File: src/hw/conv_defs.svh
// build-time sizes for the engine; values must suit the types in conv_pkg and need a recompile
`ifndef CONV_DEFS_SVH
`define CONV_DEFS_SVH

// pixels per image row, also the depth of each row ram
`define CONV_IMG_WIDTH 8

// kernel side, window is CONV_K x CONV_K
// at least 2 so that one row ram exists
`define CONV_K 3

// signed width of pixels, weights and biases
`define CONV_VALUE_BITS 16

// fraction bits of the fixed-point format
// products carry twice this, the MAC shifts one set away
`define CONV_FRAC_BITS 8

// output channels computed one after another by the MAC
`define CONV_OUT_CH 2

// 1 clamps negative results to zero, 0 passes them through
`define CONV_RELU 1

`endif

File: src/hw/conv_pkg.sv
// types for one input channel only; sizes follow conv_defs.svh, so the package compiles after it
`include "conv_defs.svh"

package conv_pkg;

    // channel index is at least one bit wide, even for a single channel
    localparam int CH_BITS = (`CONV_OUT_CH > 1) ? $clog2(`CONV_OUT_CH) : 1;
    // tap index covers K*K weights plus the bias slot at K*K
    localparam int TAP_BITS = $clog2(`CONV_K * `CONV_K + 1);

    // one signed fixed-point value
    typedef logic signed [`CONV_VALUE_BITS-1:0] pixel_t;

    // K x K window, row-major, index r*K + c, row 0 oldest
    typedef pixel_t [`CONV_K*`CONV_K-1:0] window_t;

    // window beat between buffer and MAC
    typedef struct packed {
        window_t win;
        logic    last;
    } win_beat_t;

    typedef logic [CH_BITS-1:0] ch_idx_t;

    // one coefficient write, tap K*K selects the bias
    typedef struct packed {
        logic                en;
        ch_idx_t             ch;
        logic [TAP_BITS-1:0] tap;
        pixel_t              value;
    } coef_wr_t;

    // one result per output channel
    typedef pixel_t [`CONV_OUT_CH-1:0] out_vec_t;

endpackage

File: src/hw/coef_regs.sv
// coefficients come already in the working format; write only between images, bad taps are dropped
`timescale 1ns/1ps
`include "conv_defs.svh"

module coef_regs import conv_pkg::*; (
    input  logic     clk,
    input  logic     reset,
    input  coef_wr_t i_coef_wr,
    input  ch_idx_t  i_ch,
    output window_t  o_weights,
    output pixel_t   o_bias
);

    localparam int K2  = `CONV_K * `CONV_K;
    localparam int NCH = `CONV_OUT_CH;

    // per-channel weight window, same layout as the pixel window
    window_t wgt_q  [NCH];
    pixel_t  bias_q [NCH];

    always_ff @(posedge clk) begin
        if (reset) begin
            for (int ch = 0; ch < NCH; ch++) begin
                wgt_q[ch]  <= '0;
                bias_q[ch] <= '0;
            end
        end else if (i_coef_wr.en) begin
            // one entry per strobe, tap K*K is the bias
            if (i_coef_wr.tap == K2) begin
                bias_q[i_coef_wr.ch] <= i_coef_wr.value;
            end else if (i_coef_wr.tap < K2) begin
                wgt_q[i_coef_wr.ch][i_coef_wr.tap] <= i_coef_wr.value;
            end
        end
    end

    // MAC picks its channel combinationally
    assign o_weights = wgt_q[i_ch];
    assign o_bias    = bias_q[i_ch];

endmodule

File: config.mk
export PLATFORM = sky130hd
export DESIGN_NAME = coef_regs
export DESIGN_NICKNAME = d
export VERILOG_FILES = /design/src/hw/conv_pkg.sv /design/src/hw/coef_regs.sv
export VERILOG_INCLUDE_DIRS = /design/src /design/src/hw
export SDC_FILE = /design/constraint.sdc
export NUM_CORES = 1
export LEC_CHECK = 0
export ABC_AREA = 0
export BUFFER_PORTS_ARGS = -buffer_cell sky130_fd_sc_hd__buf_4
export CAP_MARGIN = 20
export CORE_ASPECT_RATIO = 0.75
export CORE_UTILIZATION = 50
export CTS_CLUSTER_DIAMETER = 30
export DETAILED_ROUTE_END_ITERATION = 7
export PLACE_DENSITY = 0.81
export SYNTH_ARGS = -nofsm -noshare
export SYNTH_HDL_FRONTEND = slang
export SYNTH_SLANG_ARGS = --single-unit
export TNS_END_PERCENT = 50
File: constraint.sdc
create_clock -name clk -period 3.8 [get_ports clk]
set_clock_uncertainty 0.1 [all_clocks]
set_input_delay 0 -clock clk [delete_from_list [all_inputs] [get_ports clk]]
set_output_delay 0 -clock clk [all_outputs]
set_load 0.05 [all_outputs]
==> flow_summary_export.csv, run 1 <==
group,metric,value,unit
synthesis,synth_cell_type_count,23,
placement,placed_cells,1454,
routing,dr.pass1.iters,5,
grt,grt_pass1_vias,9455,
sta,maxSlewHeadroom,29.1,%
sta,max_freq,486,MHz
routing,drcViolationCount,0,
cts,cts_root_buf,"clkbuf_16",
placement,gp_congestion,0.835,
floorplanning,die_w,196,um
cts,path_clk_slew,0.05,ns
outcome,status,"complete, no violations",
sta,layout_min_cycle_time,2.06,ns
sta,maxSlewViolCount,0,
grt,grt_pass1_wl,58400,um
sta,rsz0062_at_grt,"false",
floorplanning,coreArea,27300,um^2
worst_hold_path,holdPathStages,3,
synthesis,synthesis.nets,1011,
setup_path,critPathCaptureType,"register",
floorplanning,initial_core_util,51.7,%
cts,cts_tree,"done",
finish,drive_gt1_share,42.8,%
finish,postLayoutCoreUtil,65.7,%
synthesis,synth_seq_area_share,68.1,%
cts,clkSinkCount,320,
floorplanning,dieArea,28900,um^2
synthesis,yosys_warnings,0,
floorplanning,ioPinCount,185,
grt,grt_overflow,0,
sta,worst_pin_slew,1.06,ns
synthesis,syn_avg_cell_area,14.3,um^2
synthesis,syn_inst,986,
synthesis,syn_area,14100,um^2
finish,fin_nets,1200,
finish,antenna_cells,0,
worst_hold_path,whs_endpoint,"wgt_q[1][63]",
worst_hold_path,hold_path_class,"in2reg",
placement,dp_slack,1.22,ns
synthesis,synth-seq-cells,320,
sta,finalHoldViolCount,0,
finish,fin_cells,1569,
sta,setup_violations,0,
sta,layout_setup_ws,1.74,ns
floorplanning,die_h,148,um
setup_path,start_kind,"input port",
routing,vias,9655,
routing,ant_nets,0,
sta,fin_crit_sh,54.1,%
setup_path,crit_type,"in2reg",
power,total_power,10600,uW
cts,numCtsBuffers,52,
floorplanning,std_cell_rows,52,
placement,post-dp-hpwl,24500,um
finish,syn_to_final_growth,27.2,%
routing,drtIter0Drc,1099,
power,max-vdd-ir-drop,0.465,mV
setup_path,arrival,2.21,ns
power,power_density,590,nW/um^2
placement,place.port_buffers,184,
cts,cts_setup_buffers,0,
routing,avgRoutedWirePerCell,25.5,um
power,leakagePower,0.00599,uW
setup_path,cp.required,3.95,ns
routing,wl,40000,um
cts,clockBufferDepth,3,
grt,grtUsageTotal,27.6,%
worst_hold_path,min-delay-start,"reset",
cts,h-tree-depth,2,
grt,grt_start_max_net_pins,85,
setup_path,crit_path_max_fanout,42,
run,drv_cap,0,
grt,antenna_found_initial,0,
sta,setup-tns-final,0,ns
routing,vias_per_cell,6.15,
[how the worst max path moves through the flow]
stage,start,to,slack (ns),depth (start not counted)
floorplan,i_coef_wr[19],wgt_q[0][32],1.19,4
global placement,i_coef_wr[20],wgt_q[0][19],1.32,4
detailed placement,i_coef_wr[20],wgt_q[0][17],1.22,4
CTS,i_coef_wr[20],wgt_q[0][23],1.79,4
global route,i_coef_wr[20],wgt_q[0][21],1.69,4
finish,i_coef_wr[20],wgt_q[0][26],1.74,4
[layout make-up]
class                   count  area [um^2]
fillers                  1842         9370
well taps                 351          439
repair buffers            236         1870
multi-input cells         547         4050
clock inverters            39          589
clock buffers              58         1320
flip-flops and latches    320         9610
inverters                  18         67.6
[cells in the final DEF, fill, tap and decap left out, types with 3 or more instances in the layout]
cell,n
bufinv_16,11
clkinv_4,8
edfxtp_1,320
nand3b_1,3
clkinv_1,19
nand2b_1,17
nor3_1,280
buf_12,4
o31ai_2,6
mux2_2,160
clkbuf_16,52
o21ai_1,14
clkbuf_1,6
clkinv_2,3
buf_4,214
nor3_2,40
nand2_1,16
dlygate4sd3_1,16
clkinvlp_4,5
inv_6,5
[flip-flops by register name (all words and copies together), names as in the netlist]
signal / flops
wgt_q: 288
bias_q: 32
[metrics by stage]
| stage | area (um^2) | hold WS, ns |
|---|---|---|
| after floorplan | 14100 | 0.230 |
| after global placement | 15800 | 0.468 |
| after detailed placement | 15800 | 0.474 |
| after CTS | 17900 | 0.0249 |
| after global routing | 18000 | 0.00612 |
| final | 18000 | 0.0190 |
[cell usage after synthesis, drive strengths merged]
cell type / number / area share, %
clkbuf: 72 / 1.9
or3b: 2 / 0.12
or3: 1 / 0.044
nand3: 1 / 0.035
or4b: 2 / 0.14
nand2: 17 / 0.45
clkinv: 16 / 0.43
o21ai: 14 / 0.50
nand3b: 3 / 0.16
edfxtp: 320 / 68
o31ai: 6 / 0.32
inv: 2 / 0.053
nand4bb: 2 / 0.16
nand2b: 18 / 0.80
mux2: 160 / 13
nor3: 320 / 13
buf: 29 / 1.2
or2: 1 / 0.044
[logic make-up (layout without fill, tap and decap cells)]
kind of cell / Yosys count / count (layout) / share of synthesized area, %
flip-flops: 320 / 320 / 68.1
AO/OA/AOI/OAI: 20 / 20 / 0.815
buffers and inverters: 119 / 351 / 3.63
AND/OR/NAND/NOR: 367 / 367 / 14.7
multiplexers: 160 / 160 / 12.8
[what timing repair did]
item,in CTS,in global routing
hold buffers,16,0
resized for setup,0,0
hold endpoints to repair,143,0
setup endpoints to repair,0,0
[routing by layer]
layer	vias up	global-route usage, %	routed length (um)
li1	4166	-	-
met1	4789	38.2	15700
met2	596	41.4	18400
met3	104	7.32	4450
met4	0	12.0	1420
met5	-	0	0
[power by group]
part	internal, uW	leakage, uW	switching, uW
logic	383	0.00203	990
clock network	3310	0.000913	1780
registers	4070	0.00304	53.9
[critical path, cell delays in order]
cell and delay, ns:
buf_4 0.24, or4b_2 1.15, o21ai_1 0.48, buf_4 0.30
(Power assumes the default switching activity.)
==> run 2, diff against run 1 <==
==> constraint.sdc (replaced) <==
create_clock -name clk -period 1.9 [get_ports clk]
set_clock_uncertainty 0.1 [all_clocks]
set_input_delay 0 -clock clk [delete_from_list [all_inputs] [get_ports clk]]
set_output_delay 0 -clock clk [all_outputs]
set_load 0.05 [all_outputs]
==> flow_summary_export.csv, run 2 (same netlist as run 1, synthesis figures left out) <==
group,metric,value,unit
floorplanning,coreArea,27300,um^2
power,internal_power,15300,uW
cts,numCtsBuffers,51,
power,power_frac_comb,13.7,%
setup_path,slowest_stage,"dlygate4sd3_1",
sta,layout_min_cycle_time,1.80,ns
worst_hold_path,hold_path_class,"in2reg",
sta,worst_pin_slew,0.655,ns
cts,cts_root_buf,"clkbuf_16",
finish,final_common_cell,"edfxtp_1",
worst_hold_path,min-delay-start,"i_coef_wr[21]",
worst_hold_path,holdPathStages,3,
worst_hold_path,whs_endpoint,"wgt_q[0][47]",
power,total_power,21000,uW
setup_path,cpPeakStageDelay,0.55,ns
grt,grtUsageTotal,27.9,%
power,power_density,1140,nW/um^2
setup_path,crit_top_cell,"buf_4",
cts,h-tree-depth,2,
sta,finalHoldViolCount,0,
finish,fin_nets,1243,
routing,ant_nets,0,
routing,avgRoutedWirePerCell,25.2,um
grt,antenna_found_initial,0,
routing,wl,40600,um
power,max-vdd-ir-drop,0.910,mV
sta,setup-tns-final,0,ns
cts,path_clk_slew,0.06,ns
setup_path,start_kind,"input port",
finish,syn_to_final_growth,31.0,%
finish,largest_reg_flops,288,
grt,grt_pass1_vias,9559,
finish,regMostFlops,"wgt_q",
sta,max_freq,555,MHz
sta,whs,0.0182,ns
routing,drtIter0Drc,1144,
grt,grt_pass1_wl,59000,um
setup_path,arrival,1.95,ns
power,seqPwrFrac,39.3,%
sta,fin_crit_sh,94.9,%
run,drv_cap,0,
setup_path,critPathCaptureType,"register",
finish,reg_top3,"wgt_q: 288 flops, bias_q: 32 flops",
grt,grt_start_max_net_pins,70,
routing,dr.pass1.iters,5,
routing,vias,9811,
outcome,status,"complete, no violations",
grt,grt_overflow,0,
power,power_switching,5710,uW
finish,antenna_cells,0,
finish,drive_gt1_share,44.3,%
setup_path,crit_path_max_fanout,16,
floorplanning,initial_core_util,51.7,%
sta,maxSlewViolCount,0,
routing,drcViolationCount,0,
floorplanning,std_cell_rows,52,
sta,rsz0062_at_grt,"false",
placement,gp_congestion,0.857,
setup_path,crit_type,"in2reg",
setup_path,critPathBufInv,5,
power,p_sw_share,27.2,%
sta,maxSlewHeadroom,56.3,%
setup_path,crit_chain,"dlygate4sd3_1 > buf_4 > buf_4 > nand4bb_4 > buf_4 > o31ai_2 > buf_12",
setup_path,cp.required,2.05,ns
power,clkPwrFrac,47.1,%
floorplanning,die_h,148,um
placement,place.port_buffers,184,
cts,clockBufferDepth,3,
power,leakagePower,0.00624,uW
setup_path,critical-path-top-delay-family,"buffers and inverters",
sta,setup_violations,0,
floorplanning,dieArea,28900,um^2
routing,vias_per_cell,6.09,
placement,post-dp-hpwl,24800,um
floorplanning,die_w,196,um
floorplanning,ioPinCount,185,
cts,cts_tree,"done",
finish,final_cell_mix,"320 x edfxtp_1, 280 x nor3_1, 229 x buf_4",
cts,clkSinkCount,320,
run 2: cell types whose count changed in the layout (fill, tap and decap cells not counted), sizes merged:
cell,before,now
inv,10,9
clkinv,31,37
bufinv,11,9
clkbuf,58,55
clkinvlp,5,4
dlygate4sd3,16,28
buf,220,252
run 2: through the flow:
stage,utilization (%),area [um^2],std cells,setup slack [ns]
after CTS,67.4,18400,1604,0.0167
after floorplan,-,14200,986,-0.456
final,67.7,18500,1612,0.0969
after global placement,59.6,16300,1480,0.0360
after detailed placement,59.6,16300,1480,0.0164
after global routing,67.7,18500,1612,0.0693
run 2: layer usage:
| layer | share of wire [%] | GRT usage (%) | vias to the layer above |
|---|---|---|---|
| met4 | 3.7 | 11.7 | 0 |
| met1 | 39 | 38.0 | 4829 |
| met2 | 46 | 43.2 | 638 |
| li1 | - | - | 4235 |
| met5 | 0 | 0 | - |
| met3 | 11 | 6.66 | 109 |
run 2: final cells by class:
cell class / instances / area (um^2)
sequential: 320 / 9610
fill: 1812 / 8830
multi-input combinational: 547 / 4090
timing repair buffer: 280 / 2440
clock buffer: 55 / 1290
clock inverter: 41 / 554
tap: 351 / 439
inverter: 18 / 67.6
run 2: timing repair:
item                                    CTS  global route
gates resized for setup                   0             3
endpoints found under the setup margin    0            28
hold buffers                             28             0
buffers inserted                          0             8
endpoints found under the hold margin   143             0
run 2: worst max path at each step:
stage | start | to | slack (ns) | depth (start not counted)
2_1_floorplan | reset | wgt_q[0][100] | -0.46 | 4
6_report | i_coef_wr[19] | wgt_q[0][66] | 0.1 | 7
4_1_cts | i_coef_wr[19] | wgt_q[1][40] | 0.02 | 5
3_5_place_dp | i_coef_wr[20] | bias_q[0][6] | 0.02 | 4
3_3_place_gp | i_coef_wr[19] | wgt_q[0][37] | 0.04 | 4
5_1_grt | i_coef_wr[19] | wgt_q[1][66] | 0.07 | 7
run 2: power groups by stage:
| stage | sequential [uW] | combinational, uW | clock (uW) |
|---|---|---|---|
| floorplan | 8340 | 1810 | 0 |
| global placement | 8350 | 2770 | 0 |
| detailed placement | 8370 | 2790 | 0 |
| CTS | 8240 | 2840 | 9870 |
| global route | 8270 | 2950 | 10200 |
| finish | 8240 | 2870 | 9880 |
==> run 3, diff against run 2 <==
--- a/config.mk
+++ b/config.mk
@@ -10,10 +10,11 @@
 export BUFFER_PORTS_ARGS = -buffer_cell sky130_fd_sc_hd__buf_4
 export CAP_MARGIN = 20
 export CORE_ASPECT_RATIO = 0.75
-export CORE_UTILIZATION = 50
+export CORE_MARGIN = 5
+export CORE_UTILIZATION = 45
 export CTS_CLUSTER_DIAMETER = 30
 export DETAILED_ROUTE_END_ITERATION = 7
-export PLACE_DENSITY = 0.81
+export PLACE_DENSITY = 0.75
 export SYNTH_ARGS = -nofsm -noshare
 export SYNTH_HDL_FRONTEND = slang
 export SYNTH_SLANG_ARGS = --single-unit
==> flow_summary_export.csv, run 3 (same netlist as run 1, synthesis figures left out) <==
group,metric,value,unit
cts,h-tree-depth,2,
floorplanning,std_cell_rows,56,
finish,postLayoutCoreUtil,59.3,%
finish,drive_gt1_share,44.4,%
sta,finalHoldViolCount,0,
grt,grt_start_max_net_pins,81,
routing,vias,9488,
cts,numCtsBuffers,57,
floorplanning,coreArea,31100,um^2
finish,syn_to_final_growth,30.7,%
placement,post-dp-hpwl,26400,um
cts,clkSinkCount,320,
routing,dr.pass1.iters,5,
finish,fin_nets,1248,
routing,wl,40800,um
worst_hold_path,whs_endpoint,"wgt_q[0][41]",
power,power_density,1130,nW/um^2
grt,grtUsageTotal,22.8,%
sta,worst_pin_slew,0.623,ns
worst_hold_path,min-delay-start,"i_coef_wr[19]",
grt,grt_pass1_vias,9556,
setup_path,critPathCaptureType,"register",
run,drv_cap,0,
grt,grt_pass1_wl,60000,um
grt,grt_overflow,0,
sta,maxSlewViolCount,0,
power,leakagePower,0.00621,uW
setup_path,crit_type,"in2reg",
finish,antenna_cells,0,
sta,setup_violations,0,
floorplanning,dieArea,35000,um^2
sta,max_freq,543,MHz
setup_path,cp.required,2.05,ns
finish,fillers,2358,
finish,final_cell_mix,"320 x edfxtp_1, 280 x nor3_1, 245 x buf_4",
placement,placed_area,16400,um^2
finish,reg_top3,"wgt_q: 288 flops, bias_q: 32 flops",
floorplanning,die_w,215,um
floorplanning,ioPinCount,185,
setup_path,start_kind,"input port",
placement,place.port_buffers,184,
routing,avgRoutedWirePerCell,24.3,um
routing,vias_per_cell,5.65,
setup_path,crit_path_max_fanout,16,
finish,largest_reg_flops,288,
placement,gp_congestion,0.864,
sta,whs,0.0180,ns
outcome,status,"complete, no violations",
routing,ant_nets,0,
power,total_power,20900,uW
worst_hold_path,holdPathStages,4,
floorplanning,initial_core_util,45.4,%
sta,layout_min_cycle_time,1.84,ns
worst_hold_path,hold_path_class,"in2reg",
routing,drtIter0Drc,996,
cts,cts_root_buf,"clkbuf_16",
setup_path,arrival,1.99,ns
sta,maxSlewHeadroom,58.5,%
floorplanning,die_h,163,um
cts,cts_setup_buffers,0,
routing,drcViolationCount,0,
finish,fin_area,18500,um^2
cts,path_clk_slew,0.05,ns
sta,fin_crit_sh,96.9,%
cts,clockBufferDepth,3,
finish,final_common_cell,"edfxtp_1",
sta,rsz0062_at_grt,"false",
cts,cts_tree,"done",
finish,regMostFlops,"wgt_q",
power,max-vdd-ir-drop,0.618,mV
grt,antenna_found_initial,2,
## run 3: cell types whose count changed in the layout (fill, tap and decap cells not counted), sizes merged, moves of 4 or more
| cell | before | now |
|---|---|---|
| dlygate4sd3 | 28 | 19 |
| clkinvlp | 4 | 9 |
| clkbuf | 55 | 69 |
| buf | 252 | 260 |
| inv | 9 | 5 |
| bufinv | 9 | 5 |
## run 3: worst max-delay path by stage
stage / start / endpoint / slack (ns) / cells past startpoint
after global routing: i_coef_wr[18] / wgt_q[0][137] / 0.001 / 5
after CTS: i_coef_wr[18] / wgt_q[0][36] / 0.04 / 5
final: i_coef_wr[18] / wgt_q[0][9] / 0.06 / 5
after floorplan: reset / wgt_q[0][100] / -0.46 / 4
after global placement: i_coef_wr[19] / wgt_q[0][38] / 0.05 / 4
after detailed placement: i_coef_wr[19] / wgt_q[0][35] / 0.04 / 4
## run 3: per-layer routing
layer | share of wire (%) | GRT usage (%) | up-vias
met5 | 0.047 | 0 | -
met4 | 3.0 | 7.49 | 2
met3 | 8.4 | 5.89 | 90
met2 | 48 | 36.9 | 471
met1 | 40 | 30.5 | 4683
li1 | - | - | 4242
## run 3: area by class of cell
cell class,count,area [um^2],area share (%)
clock buffer,69,1490,8.09
clock inverter,39,380,2.06
inverter,18,67.6,0.366
multi-input combinational,547,4090,22.1
sequential,320,9610,52.1
tap,406,508,2.75
timing repair buffer,279,2310,12.5
## run 3: metrics by stage
step	TNS [ns]	cells	setup slack [ns]
global placement	0	1551	0.0472
detailed placement	0	1551	0.0367
finish	0	1678	0.0584
floorplan	-59.52	986	-0.456
global route	0	1678	0.00114
CTS	0	1678	0.0429
## run 3: report_power, final
group	total, uW	leakage (uW)	switching, uW	internal [uW]
Clock	9770	0.000889	3490	6280
Sequential	8240	0.00304	96.7	8150
Combinational	2850	0.00227	2000	848
## run 3: timing repair
action / 4_1_cts / 5_1_grt
endpoints found under the hold margin: 207 / 0
hold buffers: 19 / 0
resized for setup: 0 / 2
setup endpoints to repair: 0 / 3
## run 3: critical path: stages
cell	delay [ns]
dlygate4sd3_1	0.55
buf_4	0.17
or4b_2	0.79
o21ai_1	0.28
buf_12	0.19
